`config.mk`:
```
export PLATFORM = sky130hd
export DESIGN_NAME = pc_unit
export DESIGN_NICKNAME = d
export VERILOG_FILES = /design/src/hw/frontend_pkg.sv /design/src/hw/pc_unit.sv
export SDC_FILE = /design/constraint.sdc
export NUM_CORES = 1
export LEC_CHECK = 0
export BUFFER_PORTS_ARGS = -buffer_cell sky130_fd_sc_hd__buf_2
export CAP_MARGIN = 20
export CORE_AREA = 2 2 71 66
export CTS_BUF_LIST = sky130_fd_sc_hd__clkbuf_4
export DETAILED_ROUTE_END_ITERATION = 10
export DIE_AREA = 0 0 73 68
export PLACE_DENSITY_LB_ADDON = 0.05
export SLEW_MARGIN = 25
export SYNTH_ARGS = -nofsm -noshare
export SYNTH_HDL_FRONTEND = slang
export SYNTH_SLANG_ARGS = --single-unit
```
`constraint.sdc`:
```
create_clock -name clk -period 1.56 [get_ports clk]
set_input_delay 0.156 -clock clk [delete_from_list [all_inputs] [get_ports clk]]
set_output_delay 0.156 -clock clk [all_outputs]
set_load 0.005 [all_outputs]
```
`src/hw/frontend_pkg.sv`:
```
`default_nettype none

package frontend_pkg;

    typedef logic [11:0] addr_t;         // Byte address of an instruction
    typedef logic [2:0]  drain_count_t;  // Pipeline drain counter

    localparam drain_count_t DRAIN_FIRST = 3'd1;  // Counter value right after a drain starts
    localparam drain_count_t DRAIN_LAST  = 3'd4;  // Drain ends on the next enabled edge

    localparam addr_t ISR_VECTOR = 12'h100;  // Entry of the interrupt service routine
    localparam addr_t FETCH_STEP = 12'd4;    // One instruction word

    localparam int ROM_WORDS = 1024;  // Covers the whole 12-bit byte address space

    // Redirects driven by the back end of the pipeline
    typedef struct packed {
        logic [1:0] exe_correction;  // Nonzero when execute corrects a branch
        addr_t      exe_target;
        logic       id_jump;         // Decode found an unconditional jump
        addr_t      id_target;
        logic       prediction;      // Predictor says taken
        addr_t      pred_target;
    } redirect_t;

    // Interrupt controller outputs toward the PC unit
    typedef struct packed {
        logic  enter;    // One cycle, fetch goes to ISR_VECTOR
        logic  ret;      // One cycle, fetch goes to save_pc
        logic  stall;    // Hold sequential fetch while the pipeline drains
        logic  in_isr;   // Service routine is running
        addr_t save_pc;  // Address to return to after the routine
    } isr_ctrl_t;

endpackage

`default_nettype wire

```
`src/hw/pc_unit.sv`:
```
`timescale 1ns/10ps
`default_nettype none

module pc_unit (
    input  logic                    clk,
    input  logic                    nrst,
    input  logic                    if_clk_en,
    input  frontend_pkg::redirect_t redirect,
    input  frontend_pkg::isr_ctrl_t isr_ctrl,
    output frontend_pkg::addr_t     pc
);
    import frontend_pkg::*;

    addr_t pc_next;
    addr_t pc_seq;
    logic  advance;

    assign pc_seq  = pc + FETCH_STEP;
    assign advance = if_clk_en && !isr_ctrl.stall;  // Sequential fetch only when not draining

    // Interrupt pulses outrank every back-end redirect. Redirects still
    // apply during a stall so the drain can follow a late branch
    always_comb begin
        if (isr_ctrl.ret) begin
            pc_next = isr_ctrl.save_pc;
        end else if (isr_ctrl.enter) begin
            pc_next = ISR_VECTOR;
        end else if (redirect.exe_correction != 2'b00) begin
            pc_next = redirect.exe_target;  // Execute knows best, oldest instruction
        end else if (redirect.id_jump) begin
            pc_next = redirect.id_target;
        end else if (redirect.prediction) begin
            pc_next = redirect.pred_target;
        end else if (advance) begin
            pc_next = pc_seq;
        end else begin
            pc_next = pc;  // Held by back-pressure or stall
        end
    end

    always_ff @(posedge clk) begin
        if (!nrst) begin
            pc <= '0;
        end else begin
            pc <= pc_next;
        end
    end

endmodule

`default_nettype wire

```
==> out/metrics.yaml <==
synth:
  synth_largest_area_cell: "dfxtp_1"
  ys_ff_latch: 12
  async_reset_ff_share_pct: 0
  syn_inst: 142
  syn_nets: 202
  synth_commonest_cells: "a21oi_1 (22), o21ai_0 (15), nand2_1 (13)"
  synth_top_area_share_pct: 23.5
  synth_edf_count: 0
  yosysMostFrequentCell: "a21oi_1"
  syn_area_per_cell_um2: 7.21
  yosysSeqAreaShare_pct: 23.5
  ys.flop_type: "dfxtp_1"
  yosys-top-cells-area: "dfxtp_1 (23%), a21oi_1 (11%), o21ai_0 (7.3%), nand2_1 (4.8%), o211ai_1 (4.4%)"
  ys_types: 43
  netlist_area_um2: 1020
  yosys_warnings: 0
global_route:
  grt_pass1_vias: 1313
  grt_pass1_wl_um: 6180
  grt_max_degree: 13
  grt_antenna_before_repair: 0
  grt_util_all_layers_pct: 16.5
  overflow: 0
die:
  fp-row-count: 23
  start_util_pct: 23.9
  core-area_um2: 4290
  die_w_um: 73
  io_pins: 71
  die_h_um: 68
  design.die.area_um2: 4960
timing:
  rsz0062_at_grt: "no"
  setup_tns_ps: 0
  finalSetupViolCount: 0
  min_period_ps: 1450
  drv_slew: 0
  clock.fmax_mhz: 690
  fin_skew_ps: 9.24
  slew_headroom_pct: 72.2
  holdWs_ps: 122
  min_period_over_period_pct: 93.0
  finalHoldViolations: 0
  worst_slew_pin_slew_ps: 416
cts:
  clockBufferDepth: 2
  cts_hold_buffers: 0
  numCtsBuffers: 3
  cts_setup_buffers: 0
  cts_resized: 0
  cts_htree_levels: 1
  cts_root_buf: "clkbuf_4"
  path_clk_slew_ps: 90
  clkLatencyLatePin_ps: 280
  tritoncts: "done"
  clkSinkCount: 12
pwr:
  power_w: 0.000827
  powerDensity_nw_per_um2: 553
  p_leak_nw: 0.691
  ir_drop_mv: 0.321
routing:
  via_per_inst: 5.10
  routed_wl_um: 3960
  num_vias: 1361
  drt_pass1_iterations: 4
  drtIter0Drc: 92
  route.detailed.drc: 0
  wl_per_cell_um: 14.8
  ant_nets: 0
min_path:
  min-delay-path-class: "input port to flip-flop"
cells_and_area:
  largest-register: "pc"
  diodes: 0
  largest_reg_flops: 12
  design.final.nets: 278
  largestRegisters: "pc x12"
  final_cell_area_um2: 1500
  drive_gt1_share_pct: 42.4
  syn_to_final_growth_pct: 46.2
placed_design:
  gp_congestion: 0.789
  placed_area_um2: 1460
  io_buffers: 69
  hpwl_um: 3260
critical_path:
  arrival_ps: 1610
  max_stage_delay_ps: 380
  crit_path_top_delay_cell: "dfxtp_4"
  crit_type: "flip-flop to flip-flop"
  path_cells: "ha_2 -> and4_1 -> nand4_1 -> xnor2_1 -> o211ai_1 -> a21oi_1"
  startpoint_type: "flip-flop"
  crit_fanout: 5
  endpoint_kind: "flip-flop"
  critPathRequiredTime_ps: 1720
run_status:
  outcome: "completed"
run:
  drv_cap: 0
## through the flow
stage               instances  util, %  setup slack (ps)
floorplan                 142        -               104
global placement          263     34.1              30.8
detailed placement        263     34.1              17.6
CTS                       267     34.7              9.51
global route              267     34.9              4.13
finish                    267     34.9               110
## where the power goes
part | switching, W | internal, W | leakage [nW]
registers | 0.0000247 | 0.000326 | 0.100
clock network | 0.000123 | 0.0000927 | 0.0154
logic | 0.000127 | 0.000134 | 0.575
total | 0.000275 | 0.000553 | 0.691
## logic make-up after synthesis
group | synth area share, %
simple gates | 26.2
fa+ha+maj | 1.22
buf+inv | 6.48
xor+xnor | 4.28
mux | 1.96
compound gates | 36.4
flops | 23.5
## worst paths after layout
path                    start      to  slack [ps]  depth (start not counted)
hold reg to reg         pc[0]   pc[0]         520                          2
setup reg to reg        pc[3]  pc[10]         110                          6
hold / removal    isr_ctrl[0]   pc[0]         120                          3
setup / recovery        pc[3]  pc[10]         110                          6
## layout by cell type, fill, tap and decap left out, types with 2 or more instances in the layout
| master | count |
|---|---|
| buf_4 | 12 |
| o22ai_1 | 2 |
| xor2_1 | 4 |
| o211ai_1 | 6 |
| mux2i_1 | 2 |
| nor2b_1 | 2 |
| nand2b_1 | 3 |
| a222oi_1 | 2 |
| or2_1 | 2 |
| clkbuf_4 | 3 |
| nand3_1 | 7 |
| nor2_1 | 7 |
| a31oi_1 | 2 |
| a21oi_1 | 22 |
| o221ai_1 | 3 |
| buf_2 | 69 |
| nor3_1 | 4 |
| nand2_1 | 13 |
| nand4_1 | 3 |
| dfxtp_1 | 10 |
| o21ai_0 | 15 |
## layer usage
layer | track usage (%) | share of wire (%)
met5 | 0 | 0
met4 | 2.55 | 0.53
met3 | 4.27 | 7.8
met2 | 27.1 | 47
met1 | 22.0 | 45
## critical path: cells and delay by family, from the launching register on
family / cells / cell delay, ps
flops: 1 / 380
simple gates: 2 / 340
compound gates: 2 / 290
fa+ha+maj: 1 / 190
xor+xnor: 1 / 150
## final cells by class
cell class	instances	area [um^2]
clock buffer	3	22.5
clock inverter	1	3.75
fill	490	2790
inverter	2	7.51
multi-input combinational	118	719
sequential	12	245
tap	50	62.6
timing repair buffer	81	435
No activity file was read; power rests on OpenSTA's default activity.
