$ cat src/hw/isa_pkg.sv
`default_nettype none

package isa_pkg;

    // Width of the major opcode field at the bottom of every instruction
    localparam int OPCODE_W = 7;

    typedef logic [31:0]         instr_t;   // One fetched instruction word
    typedef logic [OPCODE_W-1:0] opcode_t;  // Major opcode, bits [6:0] of a word

    // SYSTEM major opcode. The front end treats every word with this
    // opcode as URET, since no other system instruction is supported
    localparam opcode_t OPCODE_SYSTEM = 7'h73;

    localparam opcode_t OPCODE_OP_IMM = 7'h13;  // ADDI and the other immediate ALU ops

endpackage

`default_nettype wire

$ cat src/hw/frontend_pkg.sv
`default_nettype none

package frontend_pkg;

    typedef logic [11:0] addr_t;         // Byte address of an instruction
    typedef logic [2:0]  drain_count_t;  // Pipeline drain counter

    localparam drain_count_t DRAIN_FIRST = 3'd1;  // Counter value right after a drain starts
    localparam drain_count_t DRAIN_LAST  = 3'd4;  // Drain ends on the next enabled edge

    localparam addr_t ISR_VECTOR = 12'h100;  // Entry of the interrupt service routine
    localparam addr_t FETCH_STEP = 12'd4;    // One instruction word

    localparam int ROM_WORDS = 1024;  // Covers the whole 12-bit byte address space

    // Redirects driven by the back end of the pipeline
    typedef struct packed {
        logic [1:0] exe_correction;  // Nonzero when execute corrects a branch
        addr_t      exe_target;
        logic       id_jump;         // Decode found an unconditional jump
        addr_t      id_target;
        logic       prediction;      // Predictor says taken
        addr_t      pred_target;
    } redirect_t;

    // Interrupt controller outputs toward the PC unit
    typedef struct packed {
        logic  enter;    // One cycle, fetch goes to ISR_VECTOR
        logic  ret;      // One cycle, fetch goes to save_pc
        logic  stall;    // Hold sequential fetch while the pipeline drains
        logic  in_isr;   // Service routine is running
        addr_t save_pc;  // Address to return to after the routine
    } isr_ctrl_t;

endpackage

`default_nettype wire

$ cat src/hw/interrupt_controller.sv
`timescale 1ns/10ps
`default_nettype none

module interrupt_controller (
    input  logic                    clk,
    input  logic                    nrst,
    input  logic                    irq_n,
    input  frontend_pkg::addr_t     pc,
    input  isa_pkg::opcode_t        opcode,
    input  frontend_pkg::redirect_t redirect,
    input  logic                    if_clk_en,
    output frontend_pkg::isr_ctrl_t isr_ctrl
);
    import isa_pkg::*;
    import frontend_pkg::*;

    logic         armed;         // Ready to accept the external interrupt
    logic         in_isr;
    drain_count_t drain_cnt;
    logic         enter_q;
    logic         ret_q;
    logic         save_pending;  // A redirect was seen while stalling
    addr_t        save_pc_q;

    logic         uret_fetch;
    logic         draining;
    logic         drain_done;
    logic         redirect_any;
    logic         take_irq;
    logic         take_uret;
    logic         stall;

    assign uret_fetch   = (opcode == OPCODE_SYSTEM);
    assign draining     = (drain_cnt != '0);
    assign drain_done   = (drain_cnt == DRAIN_LAST) && if_clk_en;  // Frozen while fetch is held
    assign redirect_any = (redirect.exe_correction != 2'b00) ||
                          redirect.id_jump ||
                          redirect.prediction;

    assign take_irq  = armed && !irq_n;  // Armed only outside a routine with no drain
    // Only a URET inside the routine starts a return drain. In the ret cycle
    // in_isr is already low, so the URET word still at pc is not taken again
    assign take_uret = uret_fetch && in_isr && !draining;

    assign stall = draining || uret_fetch;  // URET stalls in the same cycle it is fetched

    always_ff @(posedge clk) begin
        if (!nrst) begin
            armed        <= 1'b1;
            in_isr       <= 1'b0;
            drain_cnt    <= '0;
            enter_q      <= 1'b0;
            ret_q        <= 1'b0;
            save_pending <= 1'b0;
        end else begin
            enter_q      <= 1'b0;  // Both pulses last a single cycle
            ret_q        <= 1'b0;
            save_pending <= stall && redirect_any;

            if (take_irq || take_uret) begin
                drain_cnt <= DRAIN_FIRST;
            end else if (drain_done) begin
                drain_cnt <= '0;
                if (in_isr) begin
                    in_isr <= 1'b0;  // Leaving the routine
                    ret_q  <= 1'b1;
                    armed  <= 1'b1;  // Next interrupt may now be taken
                end else begin
                    in_isr  <= 1'b1;
                    enter_q <= 1'b1;
                end
            end else if (draining && if_clk_en) begin
                drain_cnt <= drain_cnt + DRAIN_FIRST;
            end

            if (take_irq) begin
                armed <= 1'b0;
            end
        end
    end

    // A redirect taken while stalling lands in pc one cycle later, so the
    // capture is delayed by one edge to pick up the new target
    always_ff @(posedge clk) begin
        if (take_irq || save_pending) begin
            save_pc_q <= pc;
        end
    end

    assign isr_ctrl = isr_ctrl_t'{
        enter:   enter_q,
        ret:     ret_q,
        stall:   stall,
        in_isr:  in_isr,
        save_pc: save_pc_q
    };

endmodule

`default_nettype wire

$ cat config.mk
export PLATFORM = sky130hd
export DESIGN_NAME = interrupt_controller
export DESIGN_NICKNAME = d
export VERILOG_FILES = /design/src/hw/isa_pkg.sv /design/src/hw/frontend_pkg.sv /design/src/hw/interrupt_controller.sv
export SDC_FILE = /design/constraint.sdc
export NUM_CORES = 1
export LEC_CHECK = 0
export ABC_AREA = 1
export BUFFER_PORTS_ARGS = -buffer_cell sky130_fd_sc_hd__buf_2
export CAP_MARGIN = 10
export CORE_MARGIN = 5
export CORE_UTILIZATION = 31
export DETAILED_ROUTE_END_ITERATION = 8
export PLACE_DENSITY = 0.75
export REMOVE_ABC_BUFFERS = 1
export SETUP_SLACK_MARGIN = 0.2
export SKIP_CTS_REPAIR_TIMING = 1
export SLEW_MARGIN = 30
export SYNTH_ARGS = -nofsm -noshare
export SYNTH_HDL_FRONTEND = slang
export SYNTH_SLANG_ARGS = --single-unit
$ cat constraint.sdc
create_clock -name clk -period 1.05 [get_ports clk]
set_input_delay 0.105 -clock clk [delete_from_list [all_inputs] [get_ports clk]]
set_output_delay 0.105 -clock clk [all_outputs]
set_load 0.01 [all_outputs]
==> results of run 1 <==
## worst register-to-register path, delay by kind of cell (launching register included)
kind / cells / cell delay, ns
simple gates: 5 / 0.50
flops: 1 / 0.34
buf+inv: 2 / 0.18
fa+ha+maj: 1 / 0.15
## flip-flops by register name, indices dropped and copies added, names as in the netlist
name	count
armed	1
drain_cnt	3
ret_q	1
enter_q	1
in_isr	1
save_pc_q	12
save_pending	1
## layout by cell type (no fill, tap or decap), types with 4 or more instances in the layout
cell type      count
nor2_1             6
buf_6              6
dlygate4sd3_1     12
nand2_1           10
nand2_2            4
inv_1             12
nand3_1            5
buf_2             40
buf_4              7
edfxtp_1          12
dfxtp_1            4
## power breakdown
group          internal (mW)  switching, mW  total, mW
registers              0.887         0.0131      0.900
logic                  0.194          0.165      0.359
clock network          0.387          0.243      0.630
## cells in the mapped netlist
cell / count / area (um^2)
nor3_1: 1 / 5.000
nor2_1: 8 / 30.03
nor4_1: 1 / 6.260
dfxtp_1: 8 / 160.2
edfxtp_1: 12 / 360.4
inv_1: 14 / 52.55
buf_4: 4 / 30.03
o21ai_0: 3 / 15.01
nand3_1: 8 / 40.04
inv_2: 1 / 3.750
a21oi_1: 2 / 10.01
nand2_1: 15 / 56.30
ha_1: 2 / 25.02
nand3b_1: 1 / 7.510
nand4_1: 1 / 6.260
## path summary, 6_finish.rpt
check	start	depth (start not counted)	to	slack, ns
setup reg to reg	drain_cnt[0]	8	drain_cnt[1]	-0.22
hold reg to reg	in_isr	1	enter_q	0.46
setup / recovery	drain_cnt[0]	5	isr_ctrl[13]	-0.23
hold / removal	redirect[12]	3	save_pending	0.03
## cell type report
| class | count | area, um^2 | share of cell area (%) |
|---|---|---|---|
| well taps | 30 | 37.54 | 2.695 |
| repair buffers | 65 | 440.4 | 31.63 |
| clock inverters | 1 | 30.03 | 2.156 |
| flip-flops and latches | 20 | 528.0 | 37.92 |
| multi-input cells | 42 | 272.8 | 19.59 |
| inverters | 15 | 61.31 | 4.403 |
| clock buffers | 3 | 22.52 | 1.617 |
## kinds of logic after synthesis
logic type | share of synthesized area [%]
AO/OA/AOI/OAI | 3.095
flip-flops | 64.40
adder cells (fa/ha/maj) | 3.095
AND/OR/NAND/NOR | 18.73
buffers and inverters | 10.68
## metrics by stage
step	hold slack [ns]	power, mW	utilization, %	setup slack (ns)
floorplan	0.2026	1.016	-	-0.08130
global placement	0.2833	1.146	43.54	-0.1283
detailed placement	0.2837	1.158	43.54	-0.1736
CTS	-0.04191	1.772	45.66	-0.4214
global route	0.01404	1.972	56.21	-0.2964
finish	0.02529	1.888	56.21	-0.2322
## per-layer routing
layer  GRT usage, %  up-vias
li1               -      390
met1          9.474      346
met2          17.22       40
met3          4.403        8
met4          4.954        0
met5              0        -
==> out/metrics.cfg, run 1 <==
[finish]
finalInstanceArea_um2=1393
num-nets-final=212
syn_to_final_growth_pct=72.29
n_fill_cell=203
drive_gt1_share_pct=52.74
antennaDiodeCount=0
instances_no_fill=176

[place]
place_hpwl_um=1536
gp_congestion=0.7826
dp_cells=156
place_area_um2=1079
port_buffers=42

[synth]
syn_area_um2=808.3
ys_seq_area_share_pct=64.40
synth_seq_cells=20
synth_warnings=0
synth_cell_types=15
syn_inst=81
synth_area_per_cell_um2=9.979

[grt]
antenna_found_initial=0
grt_overflow=0
grtUsageTotal_pct=9.729
grt_max_degree=13
grt_pass1_vias=664
grt_pass1_wl_um=2615

[critical_path]
crit_path_end_kind=output pin
crit_buf_inv=3
path_max_fanout=4
path_delay_family=flip-flops
arrival_ns=1.18
cp_slowest_cell=dfxtp_2
max_stage_delay_ns=0.34
worstPathRequired_ns=0.94
worstSetupStartpointType=flop
crit_chain=inv_2, ha_4, buf_6, nand3_4, buf_6
setup.worst_path.class=reg2out
cp_common_cell=buf_6

[clock_network]
cts_tree=built
cts_made_buffers=3
clk_pin_slew_ns=0.11
ctsHtreeMaxLevel=1
root_buffer=clkbuf_4
clock_latency_ns=0.31
cts_sinks=20
cts.path.max_buffers=2

[detailed_routing]
dr_wl_met2_um=1107
via_per_inst=4.455
ant_nets=0
via_count=784
dr.pass1.iters=4
post_drt_wl_per_cell_um=12.84
wl_um=2260
drc_errors=0
first_iter_violations=11
highest-signal-layer=met4
wl_met3_um=272
m1WireLength_um=809

[pwr]
power_density_nw_per_um2=1356
p_leak_nw=0.6622
vdd_ir_drop_max_v=0.0008401

[outcome]
failed_checks=negative setup slack
outcome=complete, but fails checks

[die]
ios=79
rows=18
die_h_um=61.06
die-area_um2=3728
initial_core_util_pct=32.63
die_w_um=61.06
core-area_um2=2477

[timing]
fin_crit_sh_pct=122.1
fin_crit_ns=1.282
setup_ws_ns=-0.2322
hold_viol_final=0
tightest_slew_ns=0.2394
grt_setup_unrepaired=true
setup_viol=8
max_slew_margin_pct=83.89
tns_ns=-1.180
skew_ns=0.002696
slew_violations=0
max_clock_freq_mhz=779.9

[flow_run]
maxCapViolCount=0

[hold_path]
hp-class=in2reg

Power figures use the tool's default switching activity.
==> run 2, diff against run 1 <==
--- a/config.mk
+++ b/config.mk
@@ -9,9 +9,9 @@
 export BUFFER_PORTS_ARGS = -buffer_cell sky130_fd_sc_hd__buf_2
 export CAP_MARGIN = 10
 export CORE_MARGIN = 5
-export CORE_UTILIZATION = 31
+export CORE_UTILIZATION = 35
 export DETAILED_ROUTE_END_ITERATION = 8
-export PLACE_DENSITY = 0.75
+export PLACE_DENSITY = 0.8
 export REMOVE_ABC_BUFFERS = 1
 export SETUP_SLACK_MARGIN = 0.2
 export SKIP_CTS_REPAIR_TIMING = 1
==> constraint.sdc (replaced) <==
create_clock -name clk -period 1.3 [get_ports clk]
set_input_delay 0.13 -clock clk [delete_from_list [all_inputs] [get_ports clk]]
set_output_delay 0.13 -clock clk [all_outputs]
set_load 0.01 [all_outputs]
==> out/metrics.cfg, run 2 (synthesized netlist as in run 1, its figures left out) <==
[detailed_routing]
dr.pass1.iters=4  ; unchanged
via_per_inst=4.386  ; -1.5%
wl_met3_um=238  ; -13%
first_iter_violations=11  ; unchanged
ant_nets=0  ; unchanged
dr_wl_met2_um=862  ; -22%
highest-signal-layer=met4
wl_um=1839  ; -19%
via_count=728  ; -7.1%
m1WireLength_um=729  ; -9.9%
post_drt_wl_per_cell_um=11.08  ; -14%
drc_errors=0  ; unchanged

[grt]
grt_overflow=0  ; unchanged
grt_max_degree=13  ; unchanged
grt_pass1_wl_um=2477  ; -5.3%
grt_pass1_vias=609  ; -8.3%
grtUsageTotal_pct=9.449  ; -0.28 points
antenna_found_initial=0  ; unchanged

[finish]
largestRegisters=save_pc_q (12), drain_cnt (3)
drive_gt1_share_pct=43.48  ; -9.3 points
seqCellArea_um2=523.0  ; -0.95%
num-nets-final=204  ; -3.8%
finalInstanceArea_um2=1249  ; -10%
final_common_cell=buf_2
syn_to_final_growth_pct=54.49
antennaDiodeCount=0  ; unchanged
multi_input_area_um2=241.5  ; -11%
instances_no_fill=166  ; -5.7%
top_register=save_pc_q
largest_register_ffs=12  ; unchanged
layout_common_cells=buf_2, nand2_1, inv_1, edfxtp_1, dlygate4sd3_1
n_fill_cell=194  ; -4.4%
final_util_pct=56.45  ; +0.24 points

[timing]
setup_viol=0  ; -8
fin_crit_ns=1.211
slew_violations=0  ; unchanged
hold_viol_final=0  ; unchanged
grt_setup_unrepaired=true
tns_ns=0  ; +1.180 ns
max_clock_freq_mhz=825.5
skew_ns=0.002011  ; -0.0006858 ns
max_slew_margin_pct=75.00  ; -8.9 points
tightest_slew_ns=0.3716  ; +0.1321 ns
fin_crit_sh_pct=93.18

[pwr]
power_density_nw_per_um2=1035  ; -24%
p_leak_nw=0.6008  ; -9.3%
vdd_ir_drop_max_v=0.0006676  ; -21%

[place]
port_buffers=42  ; unchanged
dp_cells=148  ; -5.1%
gp_congestion=0.7710  ; -1.5%
place_hpwl_um=1375  ; -10%
place_area_um2=1031  ; -4.4%

[clock_network]
cts_made_buffers=3  ; unchanged
clk_pin_slew_ns=0.10  ; about the same
ctsHtreeMaxLevel=1  ; unchanged
clock_latency_ns=0.28  ; -0.03 ns
cts.path.max_buffers=2  ; unchanged
cts_tree=built
cts_sinks=20  ; unchanged
root_buffer=clkbuf_4

[critical_path]
arrival_ns=1.08  ; -0.10 ns
cp_slowest_cell=dfxtp_2
path_max_fanout=4  ; unchanged
crit_chain=inv_2, ha_4, nand3_4, buf_6
setup.worst_path.class=reg2out
worstSetupStartpointType=flop
max_stage_delay_ns=0.35  ; about the same
worstPathRequired_ns=1.17  ; +0.23 ns
crit_path_end_kind=output pin
timing.critical_path.from=drain_cnt[0]
reg2reg_from=drain_cnt[0]

[hold_path]
hp-class=in2reg
worst_hold_startpoint=pc[2]

[outcome]
outcome=finished clean

[die]
initial_core_util_pct=36.54  ; +3.9 points
die_w_um=58.06  ; -4.9%
core-area_um2=2212  ; -11%
rows=17  ; -1
die-area_um2=3370  ; -9.6%
ios=79  ; unchanged
die_h_um=58.06  ; -4.9%

[flow_run]
maxCapViolCount=0  ; unchanged

[run 2: cell type report]
type | instances | area share (%)
Multi-Input combinational cell | 42 | 19.34
Clock buffer | 4 | 2.906
Tap cell | 28 | 2.806
Inverter | 15 | 4.509
Sequential cell | 20 | 41.88
Timing Repair Buffer | 57 | 28.56
[run 2: layer usage]
| metal | up-vias | global-route usage (%) |
|---|---|---|
| li1 | 375 | - |
| met2 | 46 | 16.94 |
| met5 | - | 0 |
| met1 | 305 | 10.34 |
| met3 | 2 | 3.341 |
| met4 | 0 | 2.980 |
[run 2: worst paths after layout]
kind,end,cells after the start,slack [ns]
setup / recovery,isr_ctrl[13],4,0.09
hold / removal,save_pc_q[2],1,0.03
setup reg to reg,drain_cnt[0],10,0.12
hold reg to reg,armed,2,0.48
[run 2: through the flow]
step                hold WS, ns  worst slack (ns)  total power [mW]
floorplan                0.2276            0.1687            0.8208
finish                  0.03228           0.08869             1.293
detailed placement       0.3085           0.01236            0.9099
global route            0.01364           0.02943             1.366
global placement         0.3073           0.07539            0.9029
CTS                  0.00007390           -0.1183             1.249
[run 2: worst max-delay path, delay by kind of cell (launching register included)]
| kind | cells | cell delay (ns) |
|---|---|---|
| fa+ha+maj | 1 | 0.17 |
| flops | 1 | 0.35 |
| buf+inv | 2 | 0.21 |
| simple gates | 1 | 0.08 |
[run 2: where the power goes]
| group | internal [mW] | switching [mW] | total (mW) |
|---|---|---|---|
| clock network | 0.170 | 0.168 | 0.339 |
| registers | 0.718 | 0.0107 | 0.728 |
| logic | 0.116 | 0.110 | 0.226 |
==> run 3, diff against run 2 <==
--- a/config.mk
+++ b/config.mk
@@ -8,10 +8,12 @@
 export ABC_AREA = 1
 export BUFFER_PORTS_ARGS = -buffer_cell sky130_fd_sc_hd__buf_2
 export CAP_MARGIN = 10
+export CORE_ASPECT_RATIO = 1.4
 export CORE_MARGIN = 5
 export CORE_UTILIZATION = 35
 export DETAILED_ROUTE_END_ITERATION = 8
 export PLACE_DENSITY = 0.8
+export RECOVER_POWER = 100
 export REMOVE_ABC_BUFFERS = 1
 export SETUP_SLACK_MARGIN = 0.2
 export SKIP_CTS_REPAIR_TIMING = 1
==> out/metrics.cfg, run 3 (synthesized netlist as in run 1, its figures left out) <==
[timing]
fin_crit_ns=1.209  ; -0.002290 ns
setup_viol=0  ; unchanged
setup_ws_ns=0.09097  ; +0.002290 ns
fin_crit_sh_pct=93.00  ; -0.18 points
fin_hold_ws_ns=0.05390  ; +0.02162 ns
grt_setup_unrepaired=true
tns_ns=0  ; unchanged
hold_viol_final=0  ; unchanged
tightest_slew_ns=0.2978  ; -0.07381 ns
max_clock_freq_mhz=827.1  ; +0.19%
skew_ns=0.01231  ; +0.01030 ns
slew_violations=0  ; unchanged
max_slew_margin_pct=79.97  ; +5.0 points

[finish]
top_register=save_pc_q
largest_register_ffs=12  ; unchanged
antennaDiodeCount=0  ; unchanged
drive_gt1_share_pct=30.66  ; -13 points
syn_to_final_growth_pct=51.08
final_common_cell=buf_2
finalInstanceArea_um2=1221  ; -2.2%
largestRegisters=save_pc_q (12), drain_cnt (3)
num-nets-final=203  ; -0.49%
n_fill_cell=194  ; unchanged
layout_common_cells=buf_2, clkbuf_1, nand2_1

[hold_path]
hp-class=in2reg
hold_depth=3  ; +2
min_to=armed
worst_hold_startpoint=irq_n

[detailed_routing]
ant_nets=0  ; unchanged
drc_errors=0  ; unchanged
first_iter_violations=10  ; -1
post_drt_wl_per_cell_um=12.77  ; +15%
dr.pass1.iters=4  ; unchanged
via_count=749  ; +2.9%
wl_um=2030  ; +10%
via_per_inst=4.711  ; +7.4%

[pwr]
clkPwrFrac_pct=34.6  ; +8.4 points
p_int_mw=1.135  ; +13%
power_density_nw_per_um2=1182  ; +14%
vdd_ir_drop_max_v=0.0008467  ; +27%
p_leak_nw=0.5546  ; -7.7%
seqPwrFrac_pct=50.6  ; -5.7 points
p_total_mw=1.444  ; +12%
switching_share_pct=21.37  ; -0.96 points
p_comb_share_pct=14.9  ; -2.6 points
p_sw_mw=0.3085  ; +6.9%

[critical_path]
setup.worst_path.class=reg2out
reg2reg_from=armed
cp_slowest_cell=dfxtp_2
arrival_ns=1.08  ; about the same
r2r_cells=3  ; -7
crit_path_end_kind=output pin
path_delay_family=flip-flops
worstPathRequired_ns=1.17  ; about the same
max_stage_delay_ns=0.34  ; about the same
path_max_fanout=4  ; unchanged
crit_chain=inv_2, ha_4, nand3_4, buf_6
crit_buf_inv=2  ; unchanged
worstReg2RegEnd=save_pc_q[10]
rrSetupSlack_ns=0.12  ; about the same
worstSetupStartpointType=flop

[place]
dpl_worst_slack_ns=0.07030  ; +0.05794 ns
place_hpwl_um=1314  ; -4.4%
place_area_um2=1023  ; -0.73%
port_buffers=42  ; unchanged
gp_congestion=0.8424  ; +9.3%

[die]
core-area_um2=2202  ; -0.45%
rows=20  ; +3
ios=79  ; unchanged
die_w_um=50.62  ; -13%
initial_core_util_pct=36.70  ; +0.17 points
die_h_um=66.86  ; +15%
die-area_um2=3384  ; +0.41%

[clock_network]
clock_latency_ns=0.30  ; +0.02 ns
cts_made_buffers=3  ; unchanged
cts_sinks=20  ; unchanged
root_buffer=clkbuf_4
clk_pin_slew_ns=0.12  ; +0.02 ns
cts_tree=built
ctsHtreeMaxLevel=1  ; unchanged
cts.path.max_buffers=2  ; unchanged

[grt]
grtUsageTotal_pct=9.765  ; +0.32 points
grt_pass1_vias=643  ; +5.6%
grt_max_degree=13  ; unchanged
grt_overflow=0  ; unchanged
grt_pass1_wl_um=2470  ; -0.28%
antenna_found_initial=0  ; unchanged

[outcome]
outcome=finished clean

[flow_run]
maxCapViolCount=0  ; unchanged

==> run 3: changes by cell type in the layout (fill, tap and decap cells not counted) <==
| cell | before | now |
|---|---|---|
| buf_2 | 41 | 26 |
| clkbuf_1 | 0 | 15 |
| buf_4 | 4 | 1 |
| bufinv_16 | 0 | 1 |
| clkbuf_2 | 0 | 1 |
| clkbuf_8 | 1 | 0 |
| dlygate4sd3_1 | 11 | 12 |
| nand3_1 | 6 | 7 |
| nand3_2 | 1 | 0 |
| nor2_2 | 0 | 1 |
| nor2_4 | 1 | 0 |
==> run 3: routing by layer <==
layer,GRT usage (%),vias up,wire length (um)
met1,9.818,328,702
met4,6.709,0,42
met3,4.698,4,287
met5,0,-,0
li1,-,371,-
met2,15.53,46,998
==> run 3: stage by stage <==
stage	std cells	utilization, %
floorplan	77	-
global placement	142	46.48
detailed placement	142	46.48
CTS	146	48.86
global route	159	55.45
finish	159	55.45
==> run 3: worst max path at each step <==
| stage | start | end | slack (ns) | depth (start not counted) |
|---|---|---|---|---|
| 2_1_floorplan | drain_cnt[0] | drain_cnt[0] | 0.17 | 10 |
| 3_5_place_dp | drain_cnt[0] | drain_cnt[0] | 0.07 | 10 |
| 3_3_place_gp | drain_cnt[0] | drain_cnt[0] | 0.10 | 10 |
| 4_1_cts | drain_cnt[0] | isr_ctrl[13] | -0.09 | 4 |
| 5_1_grt | drain_cnt[1] | isr_ctrl[13] | 0.03 | 4 |
| 6_report | drain_cnt[1] | isr_ctrl[13] | 0.09 | 4 |
==> run 3: area by class of cell <==
type | instances | area [um^2] | area share (%)
Tap cell | 22 | 27.53 | 2.254
Clock inverter | 1 | 30.03 | 2.459
Multi-Input combinational cell | 42 | 231.5 | 18.95
Clock buffer | 3 | 22.52 | 1.844
Timing Repair Buffer | 56 | 330.3 | 27.05
Inverter | 15 | 56.30 | 4.611
Sequential cell | 20 | 523.0 | 42.83
==> run 3: power by group through the flow <==
| stage | registers, mW | clock network, mW | logic [mW] |
|---|---|---|---|
| after global routing | 0.734 | 0.539 | 0.238 |
| final | 0.730 | 0.499 | 0.215 |
| after global placement | 0.741 | 0 | 0.160 |
| after CTS | 0.728 | 0.507 | 0.166 |
| after floorplan | 0.760 | 0 | 0.0613 |
| after detailed placement | 0.743 | 0 | 0.166 |
==> run 3: worst min-delay path, cell delays in order <==
cell	delay [ns]
buf_2	0.09
a21oi_1	0.06
nand2_1	0.05
